===== src/common/board_config.svh =====
// Board configuration macros: clock, baud divisor, pad count, LED pin, FIFO, reset and blink

`ifndef BOARD_CONFIG_SVH
`define BOARD_CONFIG_SVH

// Nominal system clock of the board in Hz
`define CLK_HZ 12_000_000

// Clock cycles per serial bit
`define BAUD_DIV 16

// Tristate GPIO pads driven by the pad controller
`define N_PADS 6

// Pin index of the LED pin, one above the last pad
`define PIN_LED 6

// Receive FIFO entries, power of two
`define FIFO_DEPTH 4

// Cycles the internal reset is held once the board reset releases
`define RESET_COUNT 20

// Cycles per blink half-period
`define BLINK_DIV 64

`endif


===== src/hdl/fpga_reset.sv =====
// Module fpga_reset: reset synchronizer and release delay counter

`timescale 1ns/1ps

`include "board_config.svh"

module fpga_reset (
	input  logic clk_sys,
	input  logic rst_n,
	output logic sys_rst_n
);

	localparam int W_CNT = $clog2(`RESET_COUNT + 1);
	localparam logic [W_CNT-1:0] CNT_LOAD = W_CNT'(`RESET_COUNT);

	logic [1:0]       rst_sync;
	logic [W_CNT-1:0] count;

	// Board reset is sampled directly so assertion takes effect on the first low edge;
	// only the release goes through the synchronizer and the counter
	always_ff @(posedge clk_sys) begin
		if (!rst_n) begin
			rst_sync  <= 2'b00;
			count     <= CNT_LOAD;
			sys_rst_n <= 1'b0;
		end else begin
			rst_sync <= {rst_sync[0], 1'b1};
			// Hold the counter loaded until release is seen through both stages
			if (!rst_sync[1]) begin
				count <= CNT_LOAD;
			end else if (count != '0) begin
				count <= count - 1'b1;
			end
			sys_rst_n <= rst_sync[1] && (count == '0);
		end
	end

endmodule


===== config.mk =====
export PLATFORM = sky130hd
export DESIGN_NAME = fpga_reset
export DESIGN_NICKNAME = d
export VERILOG_FILES = /design/src/hdl/fpga_reset.sv
export VERILOG_INCLUDE_DIRS = /design/src /design/src/common
export SDC_FILE = /design/constraint.sdc
export NUM_CORES = 1
export LEC_CHECK = 0
export ABC_AREA = 1
export BUFFER_PORTS_ARGS = -buffer_cell sky130_fd_sc_hd__buf_2
export CAP_MARGIN = 10
export CORE_AREA = 5 5 42 44
export CTS_CLUSTER_DIAMETER = 80
export DETAILED_ROUTE_END_ITERATION = 10
export DIE_AREA = 0 0 47 49
export GPL_TIMING_DRIVEN = 1
export HOLD_SLACK_MARGIN = 0.12
export PLACE_DENSITY = 0.49
export SLEW_MARGIN = 5
export SYNTH_ARGS = -nofsm -noshare
export SYNTH_HDL_FRONTEND = slang
export SYNTH_SLANG_ARGS = --single-unit

===== constraint.sdc =====
create_clock -name clk_sys -period 1.3 [get_ports clk_sys]
set_input_delay 0.325 -clock clk_sys [delete_from_list [all_inputs] [get_ports clk_sys]]
set_output_delay 0.325 -clock clk_sys [all_outputs]
set_load 0.05 [all_outputs]

==> impl_metrics.toml <==
[route]
ant_nets = 0
num_vias = 272
drt_iter0_drc = 1
vias_per_cell = 4.18
wl_per_cell_um = 7.98
drtPass1Iterations = 2
drc = 0
wirelength_um = 519

[floorplanning]
start_util_pct = 24.6
dieArea_mm2 = 0.00230
core_mm2 = 0.00140
io-pin-count = 3
rows = 14
fp.dieH_um = 49
die_w_um = 47

[global_routing]
grt_overflow = 0
grt.total_usage_pct = 7.14
grt_pass1_wl_um = 1160
grt_max_degree = 8
grt_pass1_vias = 291
antenna_found_initial = 0

[critical_path]
crit_type = "flop to output pin"
crit_arrival_ns = 0.80
worst-path-max-fanout = 1
r2r_start = "count[0]"
cpPeakStageDelay_ns = 0.30
crit_family = "flip-flops"
crit_required_ns = 0.98
slowest_stage = "dfxtp_1"
cp_num_buf_inv = 1
worstSetupStartpointType = "flop"
worstSetupStartpoint = "sys_rst_n"
crit_chain = "buf_2"
end_kind = "output pin"

[power_and_ir_drop]
net-switching-power_uw = 110
leakagePower_uw = 0.000196
clock_power_share_pct = 39.4
p_int_uw = 372
p_comb_share_pct = 7.0
cellPowerDensity_mw_per_mm2 = 1210
power_frac_seq_pct = 53.7
sw_frac_of_total_pct = 22.8
peakVddDrop_mv = 0.477

[cts]
numClockSinks = 8
htreeDepth = 1
cts_made_buffers = 3
clockBufferDepth = 2
clk_latency_ns = 0.25
cts.clk_slew.worst_paths_ns = 0.05
cts_tree = "built"
hold_buffers = 0
cts_root_buf = "clkbuf_4"

[finish]
syn_to_final_growth_pct = 15.3
final_util_pct = 28.3
drive_gt1_share_pct = 22.4
nNetsFinal = 55
diodes = 0
fillers = 169

[yosys]
synth_area_leader_cell = "dfxtp_1"
synth_top_family_by_area = "simple AND/OR/NAND/NOR gates"
synth_mux_area_share_pct = 0
ys_ff_latch = 8
synth_fa_ha_area_share_pct = 7.27
yosysSeqAreaShare_pct = 46.5
ys.warnings.count = 0
synth.cell_area_um2 = 344
ys_types = 10
netlist_instances = 44
synth_compound_area_share_pct = 0
syn-num-nets = 48
synthTopCellsByArea = "dfxtp_1 (47%), nand2_1 (11%), inv_1 (8.7%)"
yosysTopAreaCellShare_pct = 46.5
syn_avg_cell_area_um2 = 7.82
synth_xor_area_share_pct = 2.55
yosys.area_share.simple_pct = 34.9

[sta]
worst_pin_slew_ns = 0.246
fmax_mhz = 888
maxSlewHeadroom_pct = 83.7
period_minus_slack_ns = 1.13
skew_ns = 0.000283
rsz0062_at_grt = "no"
tns_ns = 0
drv_slew = 0
setup_viol = 0
hold_viol_final = 0
period_share_pct = 86.6

[placement]
gp_congestion = 0.748
dp_hpwl_um = 417
port_buffers = 2

[run_status]
status = "complete, no violations"

[hold_path]
hold_start = "rst_n"
hold_path.class = "primary input to flop"

[run]
cap_violations = 0
==> cells in the final DEF, fill, tap and decap left out, drive strengths merged <==
cell type | Yosys | layout
ha | 2 | 2
nand2 | 12 | 12
nand4 | 3 | 3
xor2 | 1 | 1
clkbuf | 0 | 3
buf | 0 | 2
dfxtp | 8 | 8
inv | 8 | 8
nor2 | 5 | 5
nand3 | 5 | 5
==> final cells by class <==
type | count | area, um2 | area share [%]
Sequential cell | 8 | 160 | 40.4
Multi-Input combinational cell | 28 | 154 | 38.8
Inverter | 8 | 30.0 | 7.57
Tap cell | 16 | 20.0 | 5.05
Clock buffer | 3 | 22.5 | 5.68
Timing Repair Buffer | 2 | 10.0 | 2.52
==> metrics by stage <==
step,instance area (um2),setup WS (ns),total power [uW],instances,hold slack (ns)
4_1_cts,397,0.150,492,65,0.194
2_1_floorplan,344,0.272,289,44,0.353
5_1_grt,397,0.0612,516,65,0.199
6_report,397,0.174,481,65,0.199
3_5_place_dp,374,0.162,297,62,0.405
3_3_place_gp,374,0.172,296,62,0.396
==> power groups by stage <==
stage               Clock, uW  Sequential [uW]  Combinational (uW)
finish                    189              258                33.5
global route              215              259                42.7
CTS                       200              258                34.1
detailed placement          0              263                33.7
global placement            0              263                32.9
floorplan                   0              262                26.8
==> final timing paths <==
| kind | endpoint | slack (ns) | depth (start not counted) |
|---|---|---|---|
| worst max-delay path | sys_rst_n | 0.17 | 1 |
| worst min-delay path | rst_sync[0] | 0.20 | 1 |
| worst max register to register | count[2] | 0.21 | 7 |
| worst min register to register | rst_sync[1] | 0.42 | 2 |
==> metal layers <==
metal,routed length (um),GRT usage (%),vias up
met2,224,9.28,5
met3,28,3.32,3
met1,242,8.67,118
met4,23,5.53,0
li1,-,-,146
met5,0,0,-
==> cell families after synthesis <==
kind of cell / after synthesis
buf+inv: 8
xor+xnor: 1
flops: 8
simple gates: 25
fa+ha+maj: 2
==> timing repair <==
action                     CTS  global route
gates resized for setup      0             1
setup endpoints to repair    0             2
buffers inserted             0             0
==> sequential cells by signal, indices dropped and copies added (netlist names) <==
| register | count |
|---|---|
| rst_sync | 2 |
| count | 5 |
| sys_rst_n | 1 |
==> cells in the mapped netlist <==
| cell | n |
|---|---|
| dfxtp_1 | 8 |
| inv_1 | 8 |
| nand4_1 | 3 |
| nand2_2 | 2 |
| nor2_1 | 2 |
| nor2_2 | 3 |
| nand2_1 | 10 |
| nand3_1 | 5 |
| xor2_1 | 1 |
| ha_1 | 2 |
Power figures use the tool's default switching activity.
