**config.mk**
```make
export PLATFORM = sky130hd
export DESIGN_NAME = byte_fifo
export DESIGN_NICKNAME = d
export VERILOG_FILES = /design/src/common/board_pkg.sv /design/src/uart/byte_fifo.sv
export VERILOG_INCLUDE_DIRS = /design/src /design/src/common
export SDC_FILE = /design/constraint.sdc
export NUM_CORES = 1
export LEC_CHECK = 0
export ABC_AREA = 0
export ABC_CLOCK_PERIOD_IN_PS = 5850
export BUFFER_PORTS_ARGS = -buffer_cell sky130_fd_sc_hd__buf_2
export CORE_ASPECT_RATIO = 1.75
export CORE_MARGIN = 1.5
export CORE_UTILIZATION = 35
export DETAILED_ROUTE_END_ITERATION = 8
export GPL_ROUTABILITY_DRIVEN = 0
export GPL_TIMING_DRIVEN = 0
export SLEW_MARGIN = 20
export SYNTH_ARGS = -nofsm -noshare
export SYNTH_HDL_FRONTEND = slang
export SYNTH_SLANG_ARGS = --single-unit
```
**constraint.sdc**
```tcl
create_clock -name clk_sys -period 5.85 [get_ports clk_sys]
set_clock_uncertainty 0.05 [all_clocks]
set_input_delay 1.755 -clock clk_sys [delete_from_list [all_inputs] [get_ports clk_sys]]
set_output_delay 1.755 -clock clk_sys [all_outputs]
set_load 0.005 [all_outputs]
```
**src/common/board_config.svh**
```systemverilog
// Board configuration macros: clock, baud divisor, pad count, LED pin, FIFO, reset and blink

`ifndef BOARD_CONFIG_SVH
`define BOARD_CONFIG_SVH

// Nominal system clock of the board in Hz
`define CLK_HZ 12_000_000

// Clock cycles per serial bit
`define BAUD_DIV 16

// Tristate GPIO pads driven by the pad controller
`define N_PADS 6

// Pin index of the LED pin, one above the last pad
`define PIN_LED 6

// Receive FIFO entries, power of two
`define FIFO_DEPTH 4

// Cycles the internal reset is held once the board reset releases
`define RESET_COUNT 20

// Cycles per blink half-period
`define BLINK_DIV 64

`endif

```
**src/common/board_pkg.sv**
```systemverilog
// Package board_pkg: command byte union, received byte struct, pad state struct, opcodes

package board_pkg;

`include "board_config.svh"

	// Opcodes held in the top two bits of every command byte
	localparam logic [1:0] OP_PIN_OUT  = 2'd0;
	localparam logic [1:0] OP_PIN_OE   = 2'd1;
	localparam logic [1:0] OP_MASK_OUT = 2'd2;
	localparam logic [1:0] OP_MASK_OE  = 2'd3;

	// Single pin view: one pad (or the LED pin) gets one bit
	typedef struct packed {
		logic [1:0] op;
		logic [2:0] pin;
		logic       value;
		logic [1:0] unused;
	} cmd_pin_t;

	// Mask view: all pads at once, LED pin untouched
	typedef struct packed {
		logic [1:0]         op;
		logic [`N_PADS-1:0] mask;
	} cmd_mask_t;

	// One command byte, decoded through either view depending on op
	typedef union packed {
		cmd_pin_t  pin;
		cmd_mask_t mask;
	} cmd_byte_t;

	// Byte as it leaves the receiver, with its stop bit check
	typedef struct packed {
		logic       ferr;
		logic [7:0] data;
	} rx_byte_t;

	// Output and enable for every pad plus the LED pin
	typedef struct packed {
		logic [`N_PADS:0] padout;
		logic [`N_PADS:0] padoe;
	} pad_state_t;

endpackage

```
**src/uart/byte_fifo.sv**
```systemverilog
// Module byte_fifo: synchronous show-ahead FIFO of received bytes

`timescale 1ns/1ps

module byte_fifo import board_pkg::*; #(
	parameter int DEPTH = 4
) (
	input  logic     clk_sys,
	input  logic     rst_n,
	input  logic     push,
	input  rx_byte_t wdata,
	input  logic     pop,
	output rx_byte_t rdata,
	output logic     empty,
	output logic     full
);

	localparam int W_PTR = $clog2(DEPTH);

	rx_byte_t         mem [DEPTH];
	logic [W_PTR-1:0] wr_ptr;
	logic [W_PTR-1:0] rd_ptr;
	logic [W_PTR:0]   count;
	logic             do_push;
	logic             do_pop;

	// Push while full and pop while empty are both ignored
	assign do_push = push && !full;
	assign do_pop  = pop && !empty;

	always_ff @(posedge clk_sys) begin
		if (!rst_n) begin
			wr_ptr <= '0;
			rd_ptr <= '0;
			count  <= '0;
		end else begin
			// Pointers wrap on their own since DEPTH is a power of two
			if (do_push)
				wr_ptr <= wr_ptr + 1'b1;
			if (do_pop)
				rd_ptr <= rd_ptr + 1'b1;
			case ({do_push, do_pop})
				2'b10:   count <= count + 1'b1;
				2'b01:   count <= count - 1'b1;
				default: count <= count;
			endcase
		end
	end

	always_ff @(posedge clk_sys) begin
		if (do_push)
			mem[wr_ptr] <= wdata;
	end

	// Head entry is visible without a read cycle
	assign rdata = mem[rd_ptr];
	assign empty = (count == '0);
	assign full  = (count == (W_PTR + 1)'(DEPTH));

endmodule

```
==> impl_results.md <==
* Status: finished clean
* Pre-CTS WS at approximately 2.3 ns
* Cells after Synth at between 100 and 150
* Post-synth EDFFs at 36
* Final hold vios at 0
* Final core occ at roughly two fifths
* Reg-to-reg slack, setup at ~3.6 ns
* Fin crit share at a little under 60%
* Rows at 34
* P per Cell Area at about 390 nW/um^2
* Ys flop type: edfxtp_1
* Worst path buffer plus inverter count at 2
* Cell taking the most area after synthesis: edfxtp_1
* Sink Count at 45
* Synth Area in Simple Gates at a little under 7%
* Synth Area in Compound Gates at about 2.2%
* Tot GR Track Use at 11.0%
* Via density at 4.96
* Relative max-transition margin at a little over three fifths
* GR Util met1 at 11.2%
* GR Overflow Total at 0
* Worst-path clk slew at ~0.080 ns
* Detailed Routing Iterations Pass 1 at 4
* Power share of the clock group at ~22%
* Top-Level Pins at 24
* Internal at about 0.00058 W
* Combinational power share at between 20% and 30%
* Leakage power at a little over 0.7 nW
* Starting Density at ~36%
* Delay-heaviest family, CP: multiplexers
* Min-Delay Path Class: reg2reg
* WS Path Type: reg2out
* Gates resized, CTS repair at 0
* Die Width at around 57 um
* Post-Syn Area at 1790 sq um
* Multiplexer share of the synthesized area at 12.5%
* Worst flop-to-flop path startpoint: count[2]
* Worst path cell trace: buf_2 > mux4_2 > buf_2
* Post-synth top area share at around three fifths
* Worst vdd ir at between 200 and 250 uV
* Met2 GRT Util at 20.2%
* Post-synth cell types at 21
* Number of global-route vias before repair at around 1000
* H-tree levels at 2
* Area after DPL at around 2000 sq um
* First-pass GRT wire length at between 4000 and 5000 um
* Max incr delay on CP at between 0.5 and 0.6 ns
* Wirelength per Cell at around 15 um
* Core Area at slightly below 5000 sq um
* Unrepaired setup endpoints after global routing: false
* Syn_nets at 120
* Initial DRC count at 9
* Reg2Reg Depth at 10
* Final Max Slew Viols at 0
* Crit path capture type: output port
* Met3 Use GR at approximately 3.5%
* Clock Tree Buf Depth at 2
* Antenna violations before repair at 0
* CP Launch Type: register
* Switch Pwr at between 0.0002 and 0.00025 W
* Crit path time final at between 3 and 4 ns
* Fraction of layout cells with a size suffix above 1 at approximately 33%
* Diode count at 0
* Most common cell after layout, fill and taps aside: edfxtp_1
* Worst-margin pin slew at between 0.5 and 0.6 ns
* DRT antenna net count at 0
* Register area share after synthesis at between 70% and 80%
* Critical path peak fanout at 9
* Max Clock Freq at just under 0.3 GHz
* Crit Reg-Reg Endpoint: count[2]
* Final worst setup slack at 2.43 ns
* Switching Share at approximately 28%
* Die height at ~100 um
* Via count at between 900 and 1000
* Fin area at a little over 2000 sq um
* Seq pwr share at about half
* Gr busiest metal: met2
* Worst-Skew Late Latency at slightly below 0.3 ns
* Largest net degree at the start of global routing at 14
* CP Depth at 3
* Die area at between 5000 and 6000 sq um
* Synth Area per Inst at 17.7 sq um
* Final HPWL from detailed placement at between 2000 and 2500 um
* Hold EP: wr_ptr[0]
* Main combinational cell family by area after synthesis: multiplexers
* Buffers on Ports at 22
* Final setup fails at 0
* TNS Setup at 0 ns
* Ys async rst share at 0%
* Fill cells at roughly 460
* Slowest cell on crit path: mux4_2
* CTS tree: built
* Crit path top cell by count: buf_2
* Post-synthesis register bit count at 45
* CP arrival at about 1.6 ns
* Area share of xor/xnor cells in the synthesized design at less than 1%
* Cts bufs inserted at 5
* CTS Hold Bufs at 0
* Adder-Cell Fraction of Synth Area at around 4.6%
* Clock Tree Root: clkbuf_8
* Yosys warnings at 0
* Min-delay src: wr_ptr[0]
* Post-CTS Setup Repair Bufs at 0
* Number of nets in the layout at about 150
* Synth area leaders: edfxtp_1, mux4_2, dfxtp_1
* Drt drc at 0
* Commonest non-fill, non-tap cells in the layout: edfxtp_1, buf_2, mux4_2, dfxtp_1, nand2_1
* Hold depth at 2
* DRT Wirelength at between 2000 and 3000 um
* WP data required at 4.05 ns
* Max Cap Violations at 0
* Area Overhead vs Synth at 14.6%
==> worst min-delay path, stage by stage, from the launching register on <==
cell and delay (ns):
dfxtp_1 0.34, nand2_1 0.07, mux2i_1 0.05
==> flip-flops by register name (all words and copies together), names as in the netlist, named ones only <==
signal  flops
count       3
rd_ptr      2
mem        36
wr_ptr      2
==> Yosys cell counts, types with 2 or more instances <==
master	count
edfxtp_1	36
dfxtp_1	9
mux4_2	9
nand2_1	7
and2_1	6
ha_1	5
inv_1	5
o21ai_0	5
a21boi_1	2
buf_2	2
clkbuf_1	2
mux2i_1	2
nor2b_1	2
or3_1	2
==> how the worst max path moves through the flow <==
stage              from        to  slack (ns)
2_1_floorplan      push  count[2]        2.53
3_3_place_gp       push  count[2]        2.38
3_5_place_dp       push  count[2]        2.33
4_1_cts        register  rdata[8]        2.39
5_1_grt        register  rdata[8]        2.33
6_report       register  rdata[8]        2.43
==> cell type report <==
| type | instances | area (sq um) | area share [%] |
|---|---|---|---|
| Multi-Input combinational cell | 46 | 485 | 23.7 |
| Buffer | 4 | 17.5 | 0.856 |
| Inverter | 6 | 22.5 | 1.10 |
| Clock buffer | 6 | 72.6 | 3.55 |
| Clock inverter | 2 | 10.0 | 0.489 |
| Sequential cell | 45 | 1260 | 61.6 |
| Tap cell | 54 | 67.6 | 3.30 |
| Timing Repair Buffer | 22 | 110 | 5.38 |
==> metal layers <==
metal,vias to the layer above,wire length [um]
met5,-,0
met4,0,49
met3,6,149
met2,25,1620
met1,453,1020
li1,433,-
==> power by group through the flow <==
| stage | clock network (W) | logic, W | registers [W] |
|---|---|---|---|
| finish | 0.000177 | 0.000213 | 0.000414 |
| floorplan | 0 | 0.000149 | 0.000413 |
| CTS | 0.000182 | 0.000220 | 0.000414 |
| global placement | 0 | 0.000209 | 0.000416 |
| global route | 0.000195 | 0.000238 | 0.000418 |
| detailed placement | 0 | 0.000219 | 0.000420 |
==> kinds of logic (layout without fill, tap and decap cells) <==
group           count (synthesis)  count (layout)
flops                          45              45
simple gates                   20              20
mux                            11              11
buf+inv                        10              40
compound gates                  7               7
fa+ha+maj                       6               6
xor+xnor                        2               2
==> stage by stage <==
step / instances / hold slack, ns / power (W)
2_1_floorplan: 101 / 0.406 / 0.000563
3_3_place_gp: 177 / 0.419 / 0.000625
3_5_place_dp: 177 / 0.445 / 0.000639
4_1_cts: 185 / 0.458 / 0.000816
5_1_grt: 185 / 0.481 / 0.000851
6_report: 185 / 0.458 / 0.000804
No activity file was read; power rests on OpenSTA's default activity.
