## src/common/board_config.svh

```systemverilog
// Board configuration macros: clock, baud divisor, pad count, LED pin, FIFO, reset and blink

`ifndef BOARD_CONFIG_SVH
`define BOARD_CONFIG_SVH

// Nominal system clock of the board in Hz
`define CLK_HZ 12_000_000

// Clock cycles per serial bit
`define BAUD_DIV 16

// Tristate GPIO pads driven by the pad controller
`define N_PADS 6

// Pin index of the LED pin, one above the last pad
`define PIN_LED 6

// Receive FIFO entries, power of two
`define FIFO_DEPTH 4

// Cycles the internal reset is held once the board reset releases
`define RESET_COUNT 20

// Cycles per blink half-period
`define BLINK_DIV 64

`endif

```

## src/common/board_pkg.sv

```systemverilog
// Package board_pkg: command byte union, received byte struct, pad state struct, opcodes

package board_pkg;

`include "board_config.svh"

	// Opcodes held in the top two bits of every command byte
	localparam logic [1:0] OP_PIN_OUT  = 2'd0;
	localparam logic [1:0] OP_PIN_OE   = 2'd1;
	localparam logic [1:0] OP_MASK_OUT = 2'd2;
	localparam logic [1:0] OP_MASK_OE  = 2'd3;

	// Single pin view: one pad (or the LED pin) gets one bit
	typedef struct packed {
		logic [1:0] op;
		logic [2:0] pin;
		logic       value;
		logic [1:0] unused;
	} cmd_pin_t;

	// Mask view: all pads at once, LED pin untouched
	typedef struct packed {
		logic [1:0]         op;
		logic [`N_PADS-1:0] mask;
	} cmd_mask_t;

	// One command byte, decoded through either view depending on op
	typedef union packed {
		cmd_pin_t  pin;
		cmd_mask_t mask;
	} cmd_byte_t;

	// Byte as it leaves the receiver, with its stop bit check
	typedef struct packed {
		logic       ferr;
		logic [7:0] data;
	} rx_byte_t;

	// Output and enable for every pad plus the LED pin
	typedef struct packed {
		logic [`N_PADS:0] padout;
		logic [`N_PADS:0] padoe;
	} pad_state_t;

endpackage

```

## src/uart/uart_rx.sv

```systemverilog
// Module uart_rx: oversampled 8N1 serial receiver with stop bit framing check

`timescale 1ns/1ps

`include "board_config.svh"

module uart_rx import board_pkg::*; (
	input  logic     clk_sys,
	input  logic     rst_n,
	input  logic     rx,
	output logic     rx_valid,
	output rx_byte_t rx_data
);

	localparam int W_DIV = $clog2(`BAUD_DIV);
	localparam logic [W_DIV-1:0] HALF_BIT = W_DIV'(`BAUD_DIV / 2 - 1);
	localparam logic [W_DIV-1:0] FULL_BIT = W_DIV'(`BAUD_DIV - 1);

	localparam logic [2:0] S_IDLE  = 3'd0;
	localparam logic [2:0] S_START = 3'd1;
	localparam logic [2:0] S_DATA  = 3'd2;
	localparam logic [2:0] S_STOP  = 3'd3;
	localparam logic [2:0] S_TAIL  = 3'd4;

	logic [1:0]       rx_sync;
	logic             rx_prev;
	logic [2:0]       state;
	logic [W_DIV-1:0] div_cnt;
	logic [2:0]       bit_cnt;
	logic [7:0]       shift;
	logic             ferr;

	// Line idles high, so the synchronizer resets to ones
	always_ff @(posedge clk_sys) begin
		if (!rst_n) begin
			rx_sync <= 2'b11;
			rx_prev <= 1'b1;
		end else begin
			rx_sync <= {rx_sync[0], rx};
			rx_prev <= rx_sync[1];
		end
	end

	always_ff @(posedge clk_sys) begin
		if (!rst_n) begin
			state    <= S_IDLE;
			div_cnt  <= '0;
			bit_cnt  <= '0;
			rx_valid <= 1'b0;
		end else begin
			rx_valid <= 1'b0;
			if (div_cnt != '0)
				div_cnt <= div_cnt - 1'b1;
			case (state)
				S_IDLE: if (rx_prev && !rx_sync[1]) begin
					state   <= S_START;
					div_cnt <= HALF_BIT;
				end
				// Middle of the start bit; a glitch that went back high is dropped
				S_START: if (div_cnt == '0) begin
					if (rx_sync[1]) begin
						state <= S_IDLE;
					end else begin
						state   <= S_DATA;
						div_cnt <= FULL_BIT;
						bit_cnt <= '0;
					end
				end
				S_DATA: if (div_cnt == '0) begin
					div_cnt <= FULL_BIT;
					bit_cnt <= bit_cnt + 1'b1;
					if (bit_cnt == 3'd7)
						state <= S_STOP;
				end
				S_STOP: if (div_cnt == '0) begin
					state   <= S_TAIL;
					div_cnt <= HALF_BIT;
				end
				// Report the byte half a bit after the stop sample
				S_TAIL: if (div_cnt == '0) begin
					state    <= S_IDLE;
					rx_valid <= 1'b1;
				end
				default: state <= S_IDLE;
			endcase
		end
	end

	// Data arrives LSB first
	always_ff @(posedge clk_sys) begin
		if (state == S_DATA && div_cnt == '0)
			shift <= {rx_sync[1], shift[7:1]};
		if (state == S_STOP && div_cnt == '0)
			ferr <= !rx_sync[1];
	end

	assign rx_data.data = shift;
	assign rx_data.ferr = ferr;

endmodule

```

## config.mk

```make
export PLATFORM = sky130hd
export DESIGN_NAME = uart_rx
export DESIGN_NICKNAME = d
export VERILOG_FILES = /design/src/common/board_pkg.sv /design/src/uart/uart_rx.sv
export VERILOG_INCLUDE_DIRS = /design/src /design/src/common
export SDC_FILE = /design/constraint.sdc
export NUM_CORES = 1
export LEC_CHECK = 0
export ABC_AREA = 1
export BUFFER_PORTS_ARGS = -buffer_cell sky130_fd_sc_hd__buf_4
export CAP_MARGIN = 10
export CORE_UTILIZATION = 52
export CTS_CLUSTER_DIAMETER = 30
export DETAILED_ROUTE_END_ITERATION = 7
export GPL_ROUTABILITY_DRIVEN = 0
export GPL_TIMING_DRIVEN = 0
export PLACE_DENSITY_LB_ADDON = 0.08
export SETUP_SLACK_MARGIN = 0.2
export SYNTH_ARGS = -nofsm -noshare
export SYNTH_HDL_FRONTEND = slang
export SYNTH_SLANG_ARGS = --single-unit
```

## constraint.sdc

```tcl
create_clock -name clk_sys -period 4.5 [get_ports clk_sys]
set_input_delay 0 -clock clk_sys [delete_from_list [all_inputs] [get_ports clk_sys]]
set_output_delay 0 -clock clk_sys [all_outputs]
set_load 0.1 [all_outputs]
```

==> results.toml, run 1 <==
[status]
status = "complete, no violations"

[finish]
nNetsFinal = 153
drive_gt1_frac = 0.234
finish.instance_area_um2 = 1250
fill_cells = 201
syn_to_final_growth_pct = 15.9
postLayoutCoreUtil = 0.638
antenna_cells = 0

[clock_network]
clock_latency_ns = 0.32
clock-root-buffer = "clkbuf_4"
cts_max_path_buffers = 2
cts_tree = "done"
clkSinkCount = 23
clk_pin_slew_ns = 0.13
cts_made_buffers = 3
htree_levels = 1

[critical_path]
max_stage_delay_ns = 0.35
cp-end-kind = "flip-flop"
crit_fanout = 8
critPathArrivalTime_ns = 1.87
crit_path_start_kind = "flip-flop"
crit_path_cell_trace = "inv_1 -> ha_1 -> nand2_4 -> ha_1 -> inv_1 -> o22ai_1 -> nand3b_1 -> nand2_1 -> inv_1"
path_class = "reg2reg"
crit_required_ns = 4.74
critPathBufInv = 3
cpMostUsedCell = "inv_1"
cp_top_family = "adder cells"
slowest_stage = "dfxtp_1"

[timing]
layout_min_cycle_time_ns = 1.63
setup_viol = 0
skew_ns = 0.00502
relSlewSlack = 0.780
fmax_mhz = 614
layout_setup_ws_ns = 2.87
final.setup.tns_ns = 0
worst_pin_slew_ns = 0.330
slew_viol_final = 0
finalCritPeriodShare = 0.362
rsz0062_at_grt = "false"
hold_viol = 0
whs_ns = 0.411

[global_route]
grt_pass1_wl_mm = 2.82
grt_pass1_vias = 691
grt_max_degree = 14
grt_overflow = 0
antenna_found_initial = 0
grt_use_total = 0.186

[yosys]
synth_warnings = 0
syn_inst = 127
synthesis.area_um2 = 1080
synth_fp_nets = 134
synth_area_leaders = "dfxtp_1, edfxtp_1, nand2_1"
ys_types = 23
seq_area_frac_synth = 0.509
synth.largest_area_cell = "dfxtp_1"
avgSynthCellArea_um2 = 8.51
synth_top_area_share = 0.259
ys_seq_elements = 23

[die]
io_pins = 13
core_um2 = 1960
die-area_um2 = 2270
std_cell_rows = 16
dieHeight_um = 47.6
start_util = 0.551
die_width_um = 47.6

[detailed_routing]
vias_per_cell = 4.83
via_count = 830
ant_nets = 0
drt_iter0_markers = 12
remaining_drc_errors = 0
drt-total-wl_mm = 1.86
wl_per_cell_um = 10.8
firstDrtPassIters = 4

[power_and_ir_drop]
vdd.ir_drop.worst_uv = 385
cellPowerDensity_nw_per_um2 = 603
leakage_nw = 0.603

[flow_run]
maxCapViolations = 0

[placed_design]
dp_hpwl_mm = 1.39
placed_cell_area_um2 = 1200
post-place-ws_ns = 2.89
port_buffers = 12

[min_path]
hold_class = "in2reg"
## final cells by class
cell class / count / area, um2 / share of cell area
tap: 27 / 33.8 / 0.0270
clock buffer: 3 / 22.5 / 0.0180
timing repair buffer: 14 / 110 / 0.0879
clock inverter: 1 / 5.00 / 0.00400
buffer: 2 / 18.8 / 0.0150
inverter: 21 / 78.8 / 0.0629
multi-input combinational: 81 / 433 / 0.346
sequential: 23 / 551 / 0.440
## report_power, final
part | total [mW] | leakage, nW | internal [mW] | switching [mW]
clock network | 0.0971 | 0.0177 | 0.0333 | 0.0638
registers | 0.283 | 0.196 | 0.255 | 0.0277
logic | 0.376 | 0.389 | 0.123 | 0.253
total | 0.756 | 0.603 | 0.411 | 0.345
## final timing paths
check | startpoint | end | slack [ns] | cells after the start
setup / recovery | div_cnt[0] | div_cnt[0] | 2.87 | 9
hold / removal | rx | rx_sync[0] | 0.41 | 3
setup reg to reg | div_cnt[0] | div_cnt[0] | 2.87 | 9
hold reg to reg | rx_sync[0] | rx_sync[1] | 0.45 | 1
## stage by stage
stage / total power, mW / cells
2_1_floorplan: 0.599 / 127
3_3_place_gp: 0.654 / 166
3_5_place_dp: 0.662 / 166
4_1_cts: 0.761 / 172
5_1_grt: 0.823 / 172
6_report: 0.756 / 172
## synthesized netlist by cell type
master    count
nand2_1      34
inv_1        17
dfxtp_1      14
nor2_1       11
edfxtp_1      9
nand3_1       8
a21oi_1       7
ha_1          4
inv_2         4
nand2_4       2
nand3_2       2
nor2_2        2
nor2_4        2
or2_2         2
buf_4         1
buf_6         1
nand2_2       1
nand3b_1      1
nor3_1        1
o211ai_1      1
o21ai_2       1
o21bai_1      1
o22ai_1       1
## sequential cells by signal, indices dropped and copies added (netlist names)
name,flops
div_cnt,4
rx_prev,1
rx_valid,1
state,3
rx_sync,2
shift,8
ferr,1
bit_cnt,3
## cell usage in the layout (no fill, tap or decap)
| cell type | instances |
|---|---|
| or2_2 | 2 |
| nor3_1 | 1 |
| buf_6 | 1 |
| dlygate4sd3_1 | 2 |
| nand3b_1 | 1 |
| nand2_2 | 1 |
| inv_2 | 4 |
| nand2_4 | 2 |
| a21oi_1 | 7 |
| nand2_1 | 34 |
| buf_4 | 13 |
| edfxtp_1 | 9 |
| o22ai_1 | 1 |
| o211ai_1 | 1 |
| nand3_2 | 2 |
| o21bai_1 | 1 |
| dfxtp_1 | 14 |
| nand3_1 | 8 |
| clkinv_2 | 1 |
| clkbuf_4 | 3 |
| ha_1 | 4 |
| o21ai_2 | 1 |
| nor2_2 | 2 |
| inv_1 | 17 |
| nor2_4 | 2 |
| nor2_1 | 11 |
## tightest hold or removal path, delay by kind of cell
family                 cells  cell delay, ns
buffers and inverters      2            0.61
and+or+nand+nor            1            0.09
## repair_timing
action | in CTS | in global routing
resized for setup | 0 | 0
hold buffers | 2 | 0
buffers inserted | 0 | 0
endpoints found under the hold margin | 7 | 0
## cells by family after synthesis
group,count (synthesis),synth area share
adders and majority gates,4,0.0463
buffers and inverters,23,0.0903
AOI/OAI and AO/OA,11,0.0602
DFF,23,0.509
and+or+nand+nor,66,0.294
## layer usage
layer / routed length, um / part of all wire / vias to the layer above / track usage
li1: - / - / 436 / -
met1: 870 / 0.47 / 377 / 0.233
met2: 895 / 0.48 / 12 / 0.304
met3: 48 / 0.026 / 5 / 0.0226
met4: 44 / 0.024 / 0 / 0.117
met5: 0 / 0 / - / 0
(Power assumes the default switching activity.)
==> inputs of run 2 (changes only) <==
- CORE_UTILIZATION: 52 -> 50
- clock period: 4.5 -> 1.4 ns (I/O delays scaled with it)
==> run 2 against run 1 <==
Effect of this change:
- clock power grew to 3.2 times the previous value
- maximum frequency is 17% higher
- hold slack better by 0.0052 ns
- first-iteration DRC count is 75% higher
- global-route usage is 1.2 points higher
- largest power group unchanged
==> results.toml, run 2 (synthesis results as in run 1) <==
[timing]
skew_ns = 0.00514
rsz0062_at_grt = "true"
relSlewSlack = 0.821
fmax_mhz = 720
whs_ns = 0.417
slew_viol_final = 0
setup_viol = 0
final.setup.tns_ns = 0
worst_pin_slew_ns = 0.268
finalCritPeriodShare = 0.993
layout_min_cycle_time_ns = 1.39
hold_viol = 0

[finish]
largestRegisters = "shift x8, div_cnt x4"
top_register = "shift"
final_common_cell = "nand2_1"
fill_cells = 160
nNetsFinal = 164
drive_gt1_frac = 0.391
largest_reg_flops = 8
syn_to_final_growth_pct = 34.6
antenna_cells = 0
mostFrequentLayoutCells = "nand2_1, buf_4, inv_1, dfxtp_1"

[die]
io_pins = 13
std_cell_rows = 16
die_width_um = 48.5
core_um2 = 2000
dieHeight_um = 48.5
die-area_um2 = 2350
start_util = 0.540

[power_and_ir_drop]
seqPwrFrac = 0.303
leakage_nw = 0.680
clkPwrFrac = 0.099
p_comb_frac = 0.598
swShare = 0.449
p_total_mw = 3.09
netSwitchingPower_mw = 1.39
cellPowerDensity_nw_per_um2 = 2130
power.internal_mw = 1.70
vdd.ir_drop.worst_uv = 1420

[global_route]
grt_pass1_wl_mm = 3.62
antenna_found_initial = 0
grt_max_degree = 14
grt_overflow = 0
grt_pass1_vias = 848
grt_use_total = 0.198

[detailed_routing]
firstDrtPassIters = 4
via_count = 900
drt_iter0_markers = 21
drt-total-wl_mm = 2.21
wl_per_cell_um = 12.1
ant_nets = 0
remaining_drc_errors = 0
vias_per_cell = 4.92

[critical_path]
regToRegSetupSlack_ns = 0.01
crit_required_ns = 1.62
critPathArrivalTime_ns = 1.61
path_class = "reg2reg"
worst_r2r_path_depth = 9
critPathLaunch = "div_cnt[1]"
cp-end-kind = "flip-flop"
crit_fanout = 4
reg2reg_from = "div_cnt[1]"
timing.rr.end = "div_cnt[0]"
crit_path_start_kind = "flip-flop"

[clock_network]
clk_pin_slew_ns = 0.13
clock_latency_ns = 0.31
clock-root-buffer = "clkbuf_4"
cts_tree = "done"
htree_levels = 1
cts_made_buffers = 3
clkSinkCount = 23
cts_max_path_buffers = 2

[placed_design]
dp_hpwl_mm = 1.37
port_buffers = 12

[min_path]
hold_end = "rx_sync[0]"
hold_class = "in2reg"
worstHoldStart = "rx"
hold_depth = 3

[flow_run]
maxCapViolations = 0

[status]
status = "complete, no violations"
## run 2: cell types whose count changed in the layout (fill, tap and decap cells not counted), moves of 3 or more
| cell | previous run | this run |
|---|---|---|
| dfxtp_1 | 14 | 10 |
| buf_4 | 13 | 21 |
| dfxtp_2 | 0 | 3 |
| nand2_1 | 34 | 31 |
| inv_1 | 17 | 13 |
## run 2: final cells by class
cell class	count	area (um2)	area share
tap	27	33.8	0.0232
clock buffer	3	22.5	0.0155
clock inverter	1	5.00	0.00344
inverter	21	91.3	0.0628
timing repair buffer	25	226	0.156
multi-input combinational	81	499	0.343
buffer	2	18.8	0.0129
sequential	23	558	0.383
## run 2: worst max-delay path: stages, from the launching register on
cell      delay (ns)
dfxtp_2         0.35
inv_2           0.07
ha_4            0.17
nand2_8         0.06
ha_4            0.22
inv_4           0.06
o22ai_1         0.06
nand3b_1        0.17
nand2_1         0.10
inv_1           0.05
## run 2: power groups by stage
stage                     sequential, mW  combinational (mW)  clock, mW
after floorplan                     1.08               0.970          0
after CTS                          0.932                1.67      0.312
after global routing               0.952                2.03      0.342
after global placement             0.933                1.30          0
final                              0.938                1.85      0.306
after detailed placement           0.938                1.34          0
## run 2: layer usage
| metal | track usage | vias up | part of all wire |
|---|---|---|---|
| met3 | 0.0377 | 4 | 0.039 |
| met5 | 0 | - | 0 |
| met2 | 0.338 | 22 | 0.50 |
| met1 | 0.248 | 414 | 0.44 |
| met4 | 0.0784 | 0 | 0.018 |
| li1 | - | 460 | - |
## run 2: through the flow
stage / std cells / area [um2] / setup WS (ns) / utilization
finish: 183 / 1460 / 0.0103 / 0.727
global placement: 166 / 1240 / 0.0334 / 0.619
detailed placement: 166 / 1240 / -0.00381 / 0.619
CTS: 181 / 1420 / 0.0200 / 0.708
floorplan: 127 / 1120 / 0.103 / -
global route: 183 / 1460 / -0.0856 / 0.727
## run 2: worst max path at each step
stage	end	slack, ns	cells after the start
after CTS	div_cnt[0]	0.02	9
after global placement	div_cnt[0]	0.03	10
final	div_cnt[0]	0.01	9
after global routing	div_cnt[0]	-0.09	10
after detailed placement	div_cnt[0]	-0.004	10
after floorplan	div_cnt[0]	0.10	10
## run 2: what timing repair did
item	in CTS	in global routing
cloned	1	0
pin swaps	4	5
setup buffers	8	2
hold buffers	2	0
endpoints found under the setup margin	16	19
resized for setup	12	10
hold endpoints to repair	7	0
