**config.mk**
```make
export PLATFORM = sky130hd
export DESIGN_NAME = blinky
export DESIGN_NICKNAME = d
export VERILOG_FILES = /design/src/hdl/blinky.sv
export VERILOG_INCLUDE_DIRS = /design/src /design/src/common
export SDC_FILE = /design/constraint.sdc
export NUM_CORES = 1
export LEC_CHECK = 0
export ABC_AREA = 1
export BUFFER_PORTS_ARGS = -buffer_cell sky130_fd_sc_hd__buf_4
export CAP_MARGIN = 15
export CORE_AREA = 4 4 41 43
export DETAILED_ROUTE_END_ITERATION = 10
export DIE_AREA = 0 0 45 47
export GPL_TIMING_DRIVEN = 0
export HOLD_SLACK_MARGIN = 0.02
export SETUP_SLACK_MARGIN = 0.2
export SLEW_MARGIN = 10
export SYNTH_ARGS = -nofsm -noshare
export SYNTH_HDL_FRONTEND = slang
export SYNTH_SLANG_ARGS = --single-unit
export TNS_END_PERCENT = 100
```
**constraint.sdc**
```tcl
create_clock -name clk_sys -period 2.4 [get_ports clk_sys]
set_input_delay 0.48 -clock clk_sys [delete_from_list [all_inputs] [get_ports clk_sys]]
set_output_delay 0.48 -clock clk_sys [all_outputs]
set_load 0.05 [all_outputs]
```
**src/common/board_config.svh**
```systemverilog
// Board configuration macros: clock, baud divisor, pad count, LED pin, FIFO, reset and blink

`ifndef BOARD_CONFIG_SVH
`define BOARD_CONFIG_SVH

// Nominal system clock of the board in Hz
`define CLK_HZ 12_000_000

// Clock cycles per serial bit
`define BAUD_DIV 16

// Tristate GPIO pads driven by the pad controller
`define N_PADS 6

// Pin index of the LED pin, one above the last pad
`define PIN_LED 6

// Receive FIFO entries, power of two
`define FIFO_DEPTH 4

// Cycles the internal reset is held once the board reset releases
`define RESET_COUNT 20

// Cycles per blink half-period
`define BLINK_DIV 64

`endif

```
**src/hdl/blinky.sv**
```systemverilog
// Module blinky: clock divider toggling the alive LED

`timescale 1ns/1ps

`include "board_config.svh"

module blinky (
	input  logic clk_sys,
	input  logic rst_n,
	output logic blink
);

	localparam int W_CNT = $clog2(`BLINK_DIV);
	localparam logic [W_CNT-1:0] CNT_LAST = W_CNT'(`BLINK_DIV - 1);

	logic [W_CNT-1:0] count;

	always_ff @(posedge clk_sys) begin
		if (!rst_n) begin
			count <= '0;
			blink <= 1'b0;
		end else if (count == CNT_LAST) begin
			// End of a half-period
			count <= '0;
			blink <= !blink;
		end else begin
			count <= count + 1'b1;
		end
	end

endmodule

```
==> impl_metrics.csv, run 1 <==
group,metric,value,unit
outcome,run_status,"finished clean",
synth,area_fraction_of_the_dominant_cell_type_after_synthesis,47.1,%
placed_design,placed_cell_area,332,µm²
critical_path,critPathRequiredTime,1920,ps
synth,ys_top_cells_by_area,"dfxtp_1, nor2_1, nand2_1",
floorplan,die_h,47,µm
timing,totalNegativeSetupSlack,0,ps
grt,grt_usage,5.70,%
clock_tree,cts_buffers,3,
routing,detail_route.drc_violations,0,
grt,antenna_found_initial,0,
cells_and_area,drive_above_1_share,19.5,%
timing,worst_pin_slew,205,ps
floorplan,core_area,1300,µm²
grt,vias_in_the_first_global_route,200,
routing,antenna_violating_nets_post_route,0,
routing,dr.first_iter.drc_count,0,
synth,synthesis.area,298,µm²
placed_design,dp.final_hpwl,332,µm
clock_tree,clock_tree_from_tritoncts,"done",
routing,drt_wl_total,462,µm
routing,vias,220,
clock_tree,holdBufCountCts,0,
grt,grt_overflow,0,
critical_path,cp_slowest_stage_delay,350,ps
synth,netlist-cell-type-count,13,
timing,max-slew-margin-rel,86.3,%
synth,ys_warnings,0,
clock_tree,htreeDepth,1,
timing,layout_min_cycle_time,1290,ps
cells_and_area,final_net_count,45,
grt,global_route_wire_length_before_repair,765,µm
synth,synth_sequential_area_ratio,47.1,%
power_and_ir_drop,power.leakage,0.139,nW
critical_path,worst_path_dominant_cell_family,"flip-flops",
placed_design,place.gp.congestion,0.715,
timing,finalHoldViolations,0,
cells_and_area,antenna_cells_inserted,0,
timing,final_min_period_over_clock_period,53.9,%
critical_path,critical_path.n_buffers_inverters,1,
timing,fin_skew,5.74,ps
synth,synth-seq-cells,7,
floorplan,die_area,2120,µm²
synth,synth.net_count,38,
timing,rsz_0062_raised_after_global_routing,"no",
critical_path,setup.worst_path.start_class,"flip-flop",
critical_path,crit_type,"reg -> out",
clock_tree,post_cts_resized,0,
critical_path,cp_slowest_cell,"dfxtp_1",
routing,wl_per_cell,8.25,µm
synth,syn-mean-instance-area,8.51,µm²
floorplan,fp.dieW,45,µm
critical_path,critPathArrivalTime,810,ps
critical_path,cp_max_fo,3,
synth,synth_top_cell_by_area,"dfxtp_1",
clock_tree,clock_tree.buffer_depth,2,
critical_path,setup.worst_path.end_class,"output port",
worst_hold_path,worstHoldPathType,"reg -> reg",
cells_and_area,relative_area_change_from_synthesis_to_final_layout,20.2,%
cells_and_area,layout.cell_area.non_filler,358,µm²
clock_tree,cts_post_setup_buffers_inserted,0,
floorplan,floorplan.rows,13,
cells_and_area,fin_cells,56,
power_and_ir_drop,power.density,681,nW/µm²
floorplan,starting_density_of_the_core,22.9,%
cells_and_area,finalCoreUtilization,27.5,%
power_and_ir_drop,ir_worst_vdd,0.351,mV
flow_run,cap_viol_max_count,0,
grt,grt_max_degree,7,
placed_design,place.detailed.instances,52,
clock_tree,clkSlewWorstSetupHoldPaths,50,ps
clock_tree,root_buffer,"clkbuf_4",
power_and_ir_drop,post-layout-total-power,0.244,mW
floorplan,io-pin-count,3,
clock_tree,worst_skew_late_latency,250,ps
routing,drt-pass1-iter-count,1,
critical_path,cells_traversed_along_the_worst_timing_path,"buf_4",
timing,timing.final.setup_violations,0,
timing,timing_max_transition_violations_final,0,
synth,syn-instance-count,35,
timing,achievable-frequency,0.773,GHz
routing,detail_route.vias_per_cell,3.93,
clock_tree,cts.sink_count,7,
placed_design,placement.io_buffers,2,
==> synth_stat cells <==
| cell | instances |
|---|---|
| xor2_1 | 2 |
| inv_1 | 4 |
| xnor2_1 | 1 |
| o21ai_4 | 1 |
| o21bai_1 | 1 |
| nor2_2 | 1 |
| a21oi_1 | 1 |
| nor2_1 | 8 |
| nand3_2 | 1 |
| ha_1 | 1 |
| nand2_1 | 5 |
| nand3_1 | 2 |
| dfxtp_1 | 7 |
==> flip-flops by register name (all words and copies together) (netlist names) <==
signal	count
blink	1
count	6
==> layer usage <==
layer,vias to the layer above,GRT usage [%],part of all wire [%]
met4,0,0,0
li1,122,-,-
met3,0,6.90,10
met2,5,9.04,40
met1,93,5.02,49
met5,-,0,0
==> kinds of logic after synthesis <==
| logic type | share of synthesized area, % |
|---|---|
| DFF | 47.1 |
| xor gates and xnor gates | 8.83 |
| adders and majority gates | 4.20 |
| and+or+nand+nor | 25.2 |
| buffers and inverters | 5.04 |
| AOI/OAI and AO/OA | 9.66 |
==> worst paths after layout <==
| check | from | end | slack, ps | cells after the start |
|---|---|---|---|---|
| worst max-delay path | blink$_SDFFE_PN0N_ | blink | 1110 | 1 |
| worst min-delay path | count[0]$_SDFF_PP0_ | count[0]$_SDFF_PP0_ | 460 | 1 |
| worst max register to register | count[0]$_SDFF_PP0_ | count[3]$_SDFF_PP0_ | 1260 | 4 |
| worst min register to register | count[0]$_SDFF_PP0_ | count[0]$_SDFF_PP0_ | 460 | 1 |
==> final cells by class <==
class                           instances  area, µm²
Inverter                                4       15.0
Timing Repair Buffer                    2       15.0
Multi-Input combinational cell         24        143
Tap cell                               15       18.8
Sequential cell                         7        140
Clock buffer                            4       26.3
Fill cell                             146        943
==> placed cells by master, fill, tap and decap left out <==
cell	instances
inv_1	4
nand3_1	2
dfxtp_1	7
buf_4	2
clkbuf_4	3
o21ai_4	1
nor2_2	1
nand3_2	1
ha_1	1
xnor2_1	1
nor2_1	8
a21oi_1	1
o21bai_1	1
clkbuf_1	1
nand2_1	5
xor2_1	2
==> stage by stage <==
| step | setup WS, ps | hold WS [ps] |
|---|---|---|
| floorplan | 1300 | 430 |
| global placement | 1270 | 448 |
| detailed placement | 1260 | 453 |
| CTS | 1090 | 465 |
| global route | 1080 | 506 |
| finish | 1110 | 460 |
==> report_power, final <==
part / internal, mW / total, mW / leakage (nW) / switching [mW]
registers: 0.121 / 0.125 / 0.0570 / 0.00396
clock network: 0.0634 / 0.107 / 0.0150 / 0.0431
logic: 0.00633 / 0.0125 / 0.0665 / 0.00620
total: 0.190 / 0.244 / 0.139 / 0.0533
(Power assumes the default switching activity.)
==> run 2, diff against run 1 <==
==> constraint.sdc (replaced) <==
create_clock -name clk_sys -period 1.3 [get_ports clk_sys]
set_input_delay 0.26 -clock clk_sys [delete_from_list [all_inputs] [get_ports clk_sys]]
set_output_delay 0.26 -clock clk_sys [all_outputs]
set_load 0.05 [all_outputs]
==> impl_metrics.csv, run 2 (synthesis gave the netlist of run 1 again) <==
group,metric,value,unit
outcome,run_status,"finished clean",
floorplan,starting_density_of_the_core,22.9,%
timing,timing.final.setup_violations,0,
clock_tree,worst_skew_late_latency,250,ps
grt,antenna_found_initial,0,
routing,vias,220,
critical_path,critPathArrivalTime,790,ps
cells_and_area,largest_register_ff_count,6,
cells_and_area,largest-register,"count",
critical_path,worst_path_dominant_cell_family,"flip-flops",
critical_path,setup.worst_path.start_class,"flip-flop",
power_and_ir_drop,internal-power,0.356,mW
power_and_ir_drop,power.leakage,0.139,nW
cells_and_area,final_net_count,45,
floorplan,core_area,1300,µm²
routing,detail_route.drc_violations,0,
floorplan,die_area,2120,µm²
placed_design,place.detailed.instances,52,
routing,detail_route.vias_per_cell,3.93,
critical_path,r2r_slack,260,ps
cells_and_area,finalCoreUtilization,30.1,%
critical_path,cells_traversed_along_the_worst_timing_path,"buf_6",
power_and_ir_drop,seq_power_share,51.0,%
grt,grt_usage,6.17,%
clock_tree,clock_tree.buffer_depth,2,
clock_tree,clkSlewWorstSetupHoldPaths,50,ps
worst_hold_path,min-delay-start,"rst_n",
timing,final_min_period_over_clock_period,81.1,%
timing,layout_min_cycle_time,1050,ps
clock_tree,cts_buffers,3,
timing,finalHoldViolations,0,
power_and_ir_drop,power.switching_fraction,22.5,%
clock_tree,cts.sink_count,7,
cells_and_area,relative_area_change_from_synthesis_to_final_layout,31.5,%
timing,rsz_0062_raised_after_global_routing,"no",
worst_hold_path,timing.hold.worst_endpoint,"blink$_SDFFE_PN0N_",
clock_tree,root_buffer,"clkbuf_4",
cells_and_area,antenna_cells_inserted,0,
timing,worst_pin_slew,209,ps
routing,wl_per_cell,8.89,µm
cells_and_area,layout.cell_area.non_filler,392,µm²
cells_and_area,fin_cells,56,
cells_and_area,drive_above_1_share,26.8,%
cells_and_area,layout_common_cells,"nor2_1, nand2_1, dfxtp_1, inv_1, clkbuf_4",
floorplan,io-pin-count,3,
timing,achievable-frequency,0.949,GHz
critical_path,critPathRequiredTime,1040,ps
timing,timing_max_transition_violations_final,0,
power_and_ir_drop,p_comb_share,6.1,%
placed_design,dp.final_hpwl,332,µm
timing,fin_skew,6.18,ps
power_and_ir_drop,ir_worst_vdd,0.611,mV
clock_tree,clock_tree_from_tritoncts,"done",
critical_path,timing.rr.start,"count[0]$_SDFF_PP0_",
critical_path,cp_max_fo,3,
worst_hold_path,worstHoldPathType,"in -> reg",
floorplan,fp.dieW,45,µm
power_and_ir_drop,p_switching,0.103,mW
floorplan,die_h,47,µm
routing,drt_wl_total,498,µm
routing,antenna_violating_nets_post_route,0,
cells_and_area,final_common_cell,"nor2_1",
grt,grt_max_degree,7,
flow_run,cap_viol_max_count,0,
placed_design,placed_cell_area,332,µm²
timing,max-slew-margin-rel,86.0,%
cells_and_area,largest_registers,"count (6), blink (1)",
power_and_ir_drop,power_frac_clock,42.9,%
critical_path,critical_path.n_buffers_inverters,1,
critical_path,reg2reg_depth,4,
worst_hold_path,hold-path-cell-count,3,
power_and_ir_drop,power.density,1170,nW/µm²
placed_design,placement.io_buffers,2,
floorplan,floorplan.rows,13,
clock_tree,htreeDepth,1,
critical_path,setup.worst_path.end_class,"output port",
critical_path,regToRegEndpoint,"count[3]$_SDFF_PP0_",
routing,dr.first_iter.drc_count,3,
grt,grt_overflow,0,
grt,global_route_wire_length_before_repair,841,µm
critical_path,cp_slowest_cell,"dfxtp_1",
grt,vias_in_the_first_global_route,224,
routing,drt-pass1-iter-count,2,
timing,totalNegativeSetupSlack,0,ps
critical_path,cp_slowest_stage_delay,370,ps
placed_design,place.gp.congestion,0.715,
critical_path,crit_type,"reg -> out",
-- run 2: tightest hold or removal path, delay by kind of cell --
| kind | cells | cell delay [ps] |
|---|---|---|
| buffers and inverters | 1 | 120 |
| and+or+nand+nor | 2 | 90 |
-- run 2: worst max path at each step --
stage                                   start                  end  slack (ps)  cells past startpoint
final                      blink$_SDFFE_PN0N_                blink         250                      1
after global routing      count[0]$_SDFF_PP0_  count[3]$_SDFF_PP0_         200                      4
after CTS                  blink$_SDFFE_PN0N_                blink         210                      1
after detailed placement  count[0]$_SDFF_PP0_  count[3]$_SDFF_PP0_         160                      4
after global placement    count[0]$_SDFF_PP0_  count[4]$_SDFF_PP0_         170                      4
after floorplan           count[0]$_SDFF_PP0_   blink$_SDFFE_PN0N_         260                      6
-- run 2: routing by layer --
layer  vias to the layer above  track usage [%]  wire (µm)
met4                         0                0          0
met2                         5             10.7        220
met3                         0             6.90         42
li1                        120                -          -
met5                         -                0          0
met1                        95             5.02        235
-- run 2: cell type report --
cell class              instances  area, µm²
multi-input cells              24        168
flip-flops and latches          7        145
well taps                      15       18.8
inverters                       4       15.0
clock buffers                   4       26.3
fillers                       145        910
repair buffers                  2       18.8
-- run 2: stage by stage --
stage	hold slack, ps	setup slack, ps	power (mW)
2_1_floorplan	381	257	0.251
3_3_place_gp	448	172	0.258
3_5_place_dp	453	163	0.258
4_1_cts	256	215	0.468
5_1_grt	297	200	0.489
6_report	263	246	0.459
-- run 2: timing repair --
| action | 4_1_cts | 5_1_grt |
|---|---|---|
| resized for setup | 4 | 4 |
| pin swaps | 1 | 1 |
| hold buffers | 0 | 0 |
| endpoints found under the setup margin | 7 | 8 |
| buffers inserted | 0 | 0 |
-- run 2: power by group through the flow --
stage | sequential [mW] | clock [mW] | combinational [mW]
final | 0.234 | 0.197 | 0.0280
after global routing | 0.235 | 0.221 | 0.0333
after CTS | 0.234 | 0.207 | 0.0274
after detailed placement | 0.235 | 0 | 0.0235
after global placement | 0.234 | 0 | 0.0233
after floorplan | 0.233 | 0 | 0.0176
==> run 3, diff against run 2 <==
==> constraint.sdc (replaced) <==
create_clock -name clk_sys -period 0.98 [get_ports clk_sys]
set_input_delay 0.196 -clock clk_sys [delete_from_list [all_inputs] [get_ports clk_sys]]
set_output_delay 0.196 -clock clk_sys [all_outputs]
set_load 0.05 [all_outputs]
==> impl_metrics.csv, run 3 (synthesis gave the netlist of run 1 again) <==
group,metric,value,unit
placed_design,placed_cell_area,355,µm²
timing,totalNegativeSetupSlack,-162,ps
floorplan,die_h,47,µm
clock_tree,clock_tree.buffer_depth,2,
power_and_ir_drop,seq_power_share,49.2,%
floorplan,io-pin-count,3,
routing,antenna_violating_nets_post_route,0,
floorplan,core_area,1300,µm²
cells_and_area,largest_register_ff_count,6,
cells_and_area,final_common_cell,"nor2_1",
critical_path,setup.worst_path.end_class,"flip-flop",
clock_tree,holdBufCountCts,0,
cells_and_area,layout.cell_area.non_filler,430,µm²
cells_and_area,antenna_cells_inserted,0,
critical_path,critPathArrivalTime,1160,ps
floorplan,starting_density_of_the_core,22.9,%
grt,antenna_found_initial,0,
placed_design,dp.final_hpwl,366,µm
routing,drt-pass1-iter-count,1,
power_and_ir_drop,power.density,1460,nW/µm²
timing,final_min_period_over_clock_period,104,%
clock_tree,cts_buffers,3,
timing,setup_ws,-40.4,ps
outcome,run_status,"finished, violations left",
cells_and_area,largest_registers,"count (6), blink (1)",
power_and_ir_drop,power.leakage,0.162,nW
routing,detail_route.drc_violations,0,
placed_design,place.detailed.instances,52,
power_and_ir_drop,p_comb_share,8.0,%
critical_path,crit_type,"reg -> reg",
critical_path,setup.worst_path.start_class,"flip-flop",
timing,worst_pin_slew,213,ps
critical_path,critPathRequiredTime,1120,ps
grt,grt_max_degree,7,
power_and_ir_drop,internal-power,0.481,mW
clock_tree,root_buffer,"clkbuf_4",
power_and_ir_drop,p_switching,0.145,mW
placed_design,place.gp.congestion,0.687,
power_and_ir_drop,power.switching_fraction,23.2,%
clock_tree,clock_tree_from_tritoncts,"done",
worst_hold_path,worstHoldPathType,"in -> reg",
routing,detail_route.vias_per_cell,4.05,
power_and_ir_drop,ir_worst_vdd,0.681,mV
cells_and_area,relative_area_change_from_synthesis_to_final_layout,44.5,%
cells_and_area,drive_above_1_share,37.8,%
routing,drt_wl_total,512,µm
critical_path,cp_slowest_cell,"dfxtp_4",
timing,achievable-frequency,0.980,GHz
routing,dr.first_iter.drc_count,0,
timing,timing_max_transition_violations_final,0,
cells_and_area,largest-register,"count",
cells_and_area,fin_cells,60,
grt,grt_overflow,0,
cells_and_area,multi_input_area,171,µm²
floorplan,die_area,2120,µm²
timing,fin_skew,2.42,ps
clock_tree,cts.sink_count,7,
floorplan,fp.dieW,45,µm
grt,grt_usage,7.04,%
power_and_ir_drop,post-layout-total-power,0.626,mW
critical_path,cp_max_fo,6,
grt,global_route_wire_length_before_repair,979,µm
clock_tree,clkSlewWorstSetupHoldPaths,50,ps
routing,wl_per_cell,8.53,µm
timing,finalHoldViolations,0,
cells_and_area,layout.area.seq,146,µm²
critical_path,cells_traversed_along_the_worst_timing_path,"ha_4 -> nand3_4 -> o21ai_4 -> nor2_1",
timing,layout_min_cycle_time,1020,ps
flow_run,cap_viol_max_count,0,
placed_design,placement.io_buffers,2,
timing,timing.final.setup_violations,6,
routing,vias,243,
timing,rsz_0062_raised_after_global_routing,"yes",
clock_tree,worst_skew_late_latency,250,ps
grt,vias_in_the_first_global_route,246,
power_and_ir_drop,power_frac_clock,42.8,%
clock_tree,htreeDepth,1,
cells_and_area,final_net_count,49,
outcome,failed_checks,"negative setup slack",
floorplan,floorplan.rows,13,
critical_path,cp_slowest_stage_delay,360,ps
cells_and_area,layout_common_cells,"nor2_1, nand2_1, buf_4, inv_1, dfxtp_1",
timing,max-slew-margin-rel,85.7,%
cells_and_area,num-fill-cells,150,
==> run 3: cell count changes in the layout (fill, tap and decap cells not counted) <==
cell / before / now
a21oi_2: 0 / 1
dfxtp_2: 1 / 2
dfxtp_1: 5 / 4
a21oi_1: 1 / 0
buf_8: 0 / 1
buf_4: 1 / 5
buf_6: 1 / 0
==> run 3: routing by layer <==
metal,global-route usage [%],wire length [µm],part of all wire [%]
met1,6.62,214,42
met2,11.0,246,48
met3,5.75,50,9.8
met4,3.51,0,0
met5,0,0,0
==> run 3: worst max-delay path, delay by kind of cell, from the launching register on <==
kind,cells,cell delay (ps)
adders and majority gates,1,140
and+or+nand+nor,2,180
AOI/OAI and AO/OA,1,230
DFF,1,360
==> run 3: final timing paths <==
kind,from,to,slack [ps],depth (start not counted)
setup / recovery,count[0]$_SDFF_PP0_,count[1]$_SDFF_PP0_,-40,4
hold / removal,rst_n,blink$_SDFFE_PN0N_,190,3
setup reg to reg,count[0]$_SDFF_PP0_,count[1]$_SDFF_PP0_,-40,4
hold reg to reg,count[0]$_SDFF_PP0_,count[0]$_SDFF_PP0_,540,2
==> run 3: cell type report <==
cell class	count	area share [%]
clock buffers	4	6.10
inverters	4	3.49
multi-input cells	24	39.8
flip-flops and latches	7	34.0
well taps	15	4.36
repair buffers	6	12.2
==> run 3: power by group through the flow <==
stage / Combinational, mW / Sequential, mW / Clock [mW]
global route: 0.0597 / 0.310 / 0.305
detailed placement: 0.0365 / 0.318 / 0
floorplan: 0.0278 / 0.316 / 0
global placement: 0.0354 / 0.317 / 0
CTS: 0.0515 / 0.308 / 0.284
finish: 0.0504 / 0.308 / 0.268
==> run 3: per-stage QoR <==
step	utilization (%)	setup WS, ps	hold slack, ps
after floorplan	-	19.2	309
after global placement	27.3	-31.8	444
after detailed placement	27.3	-47.5	451
after CTS	32.4	-43.2	175
after global routing	33.1	-117	200
final	33.1	-40.4	185
==> run 3: what timing repair did <==
item                                    4_1_cts  5_1_grt
setup buffers                                 4        0
endpoints found under the setup margin        8        8
pin swaps                                     3        4
resized for setup                             3        2
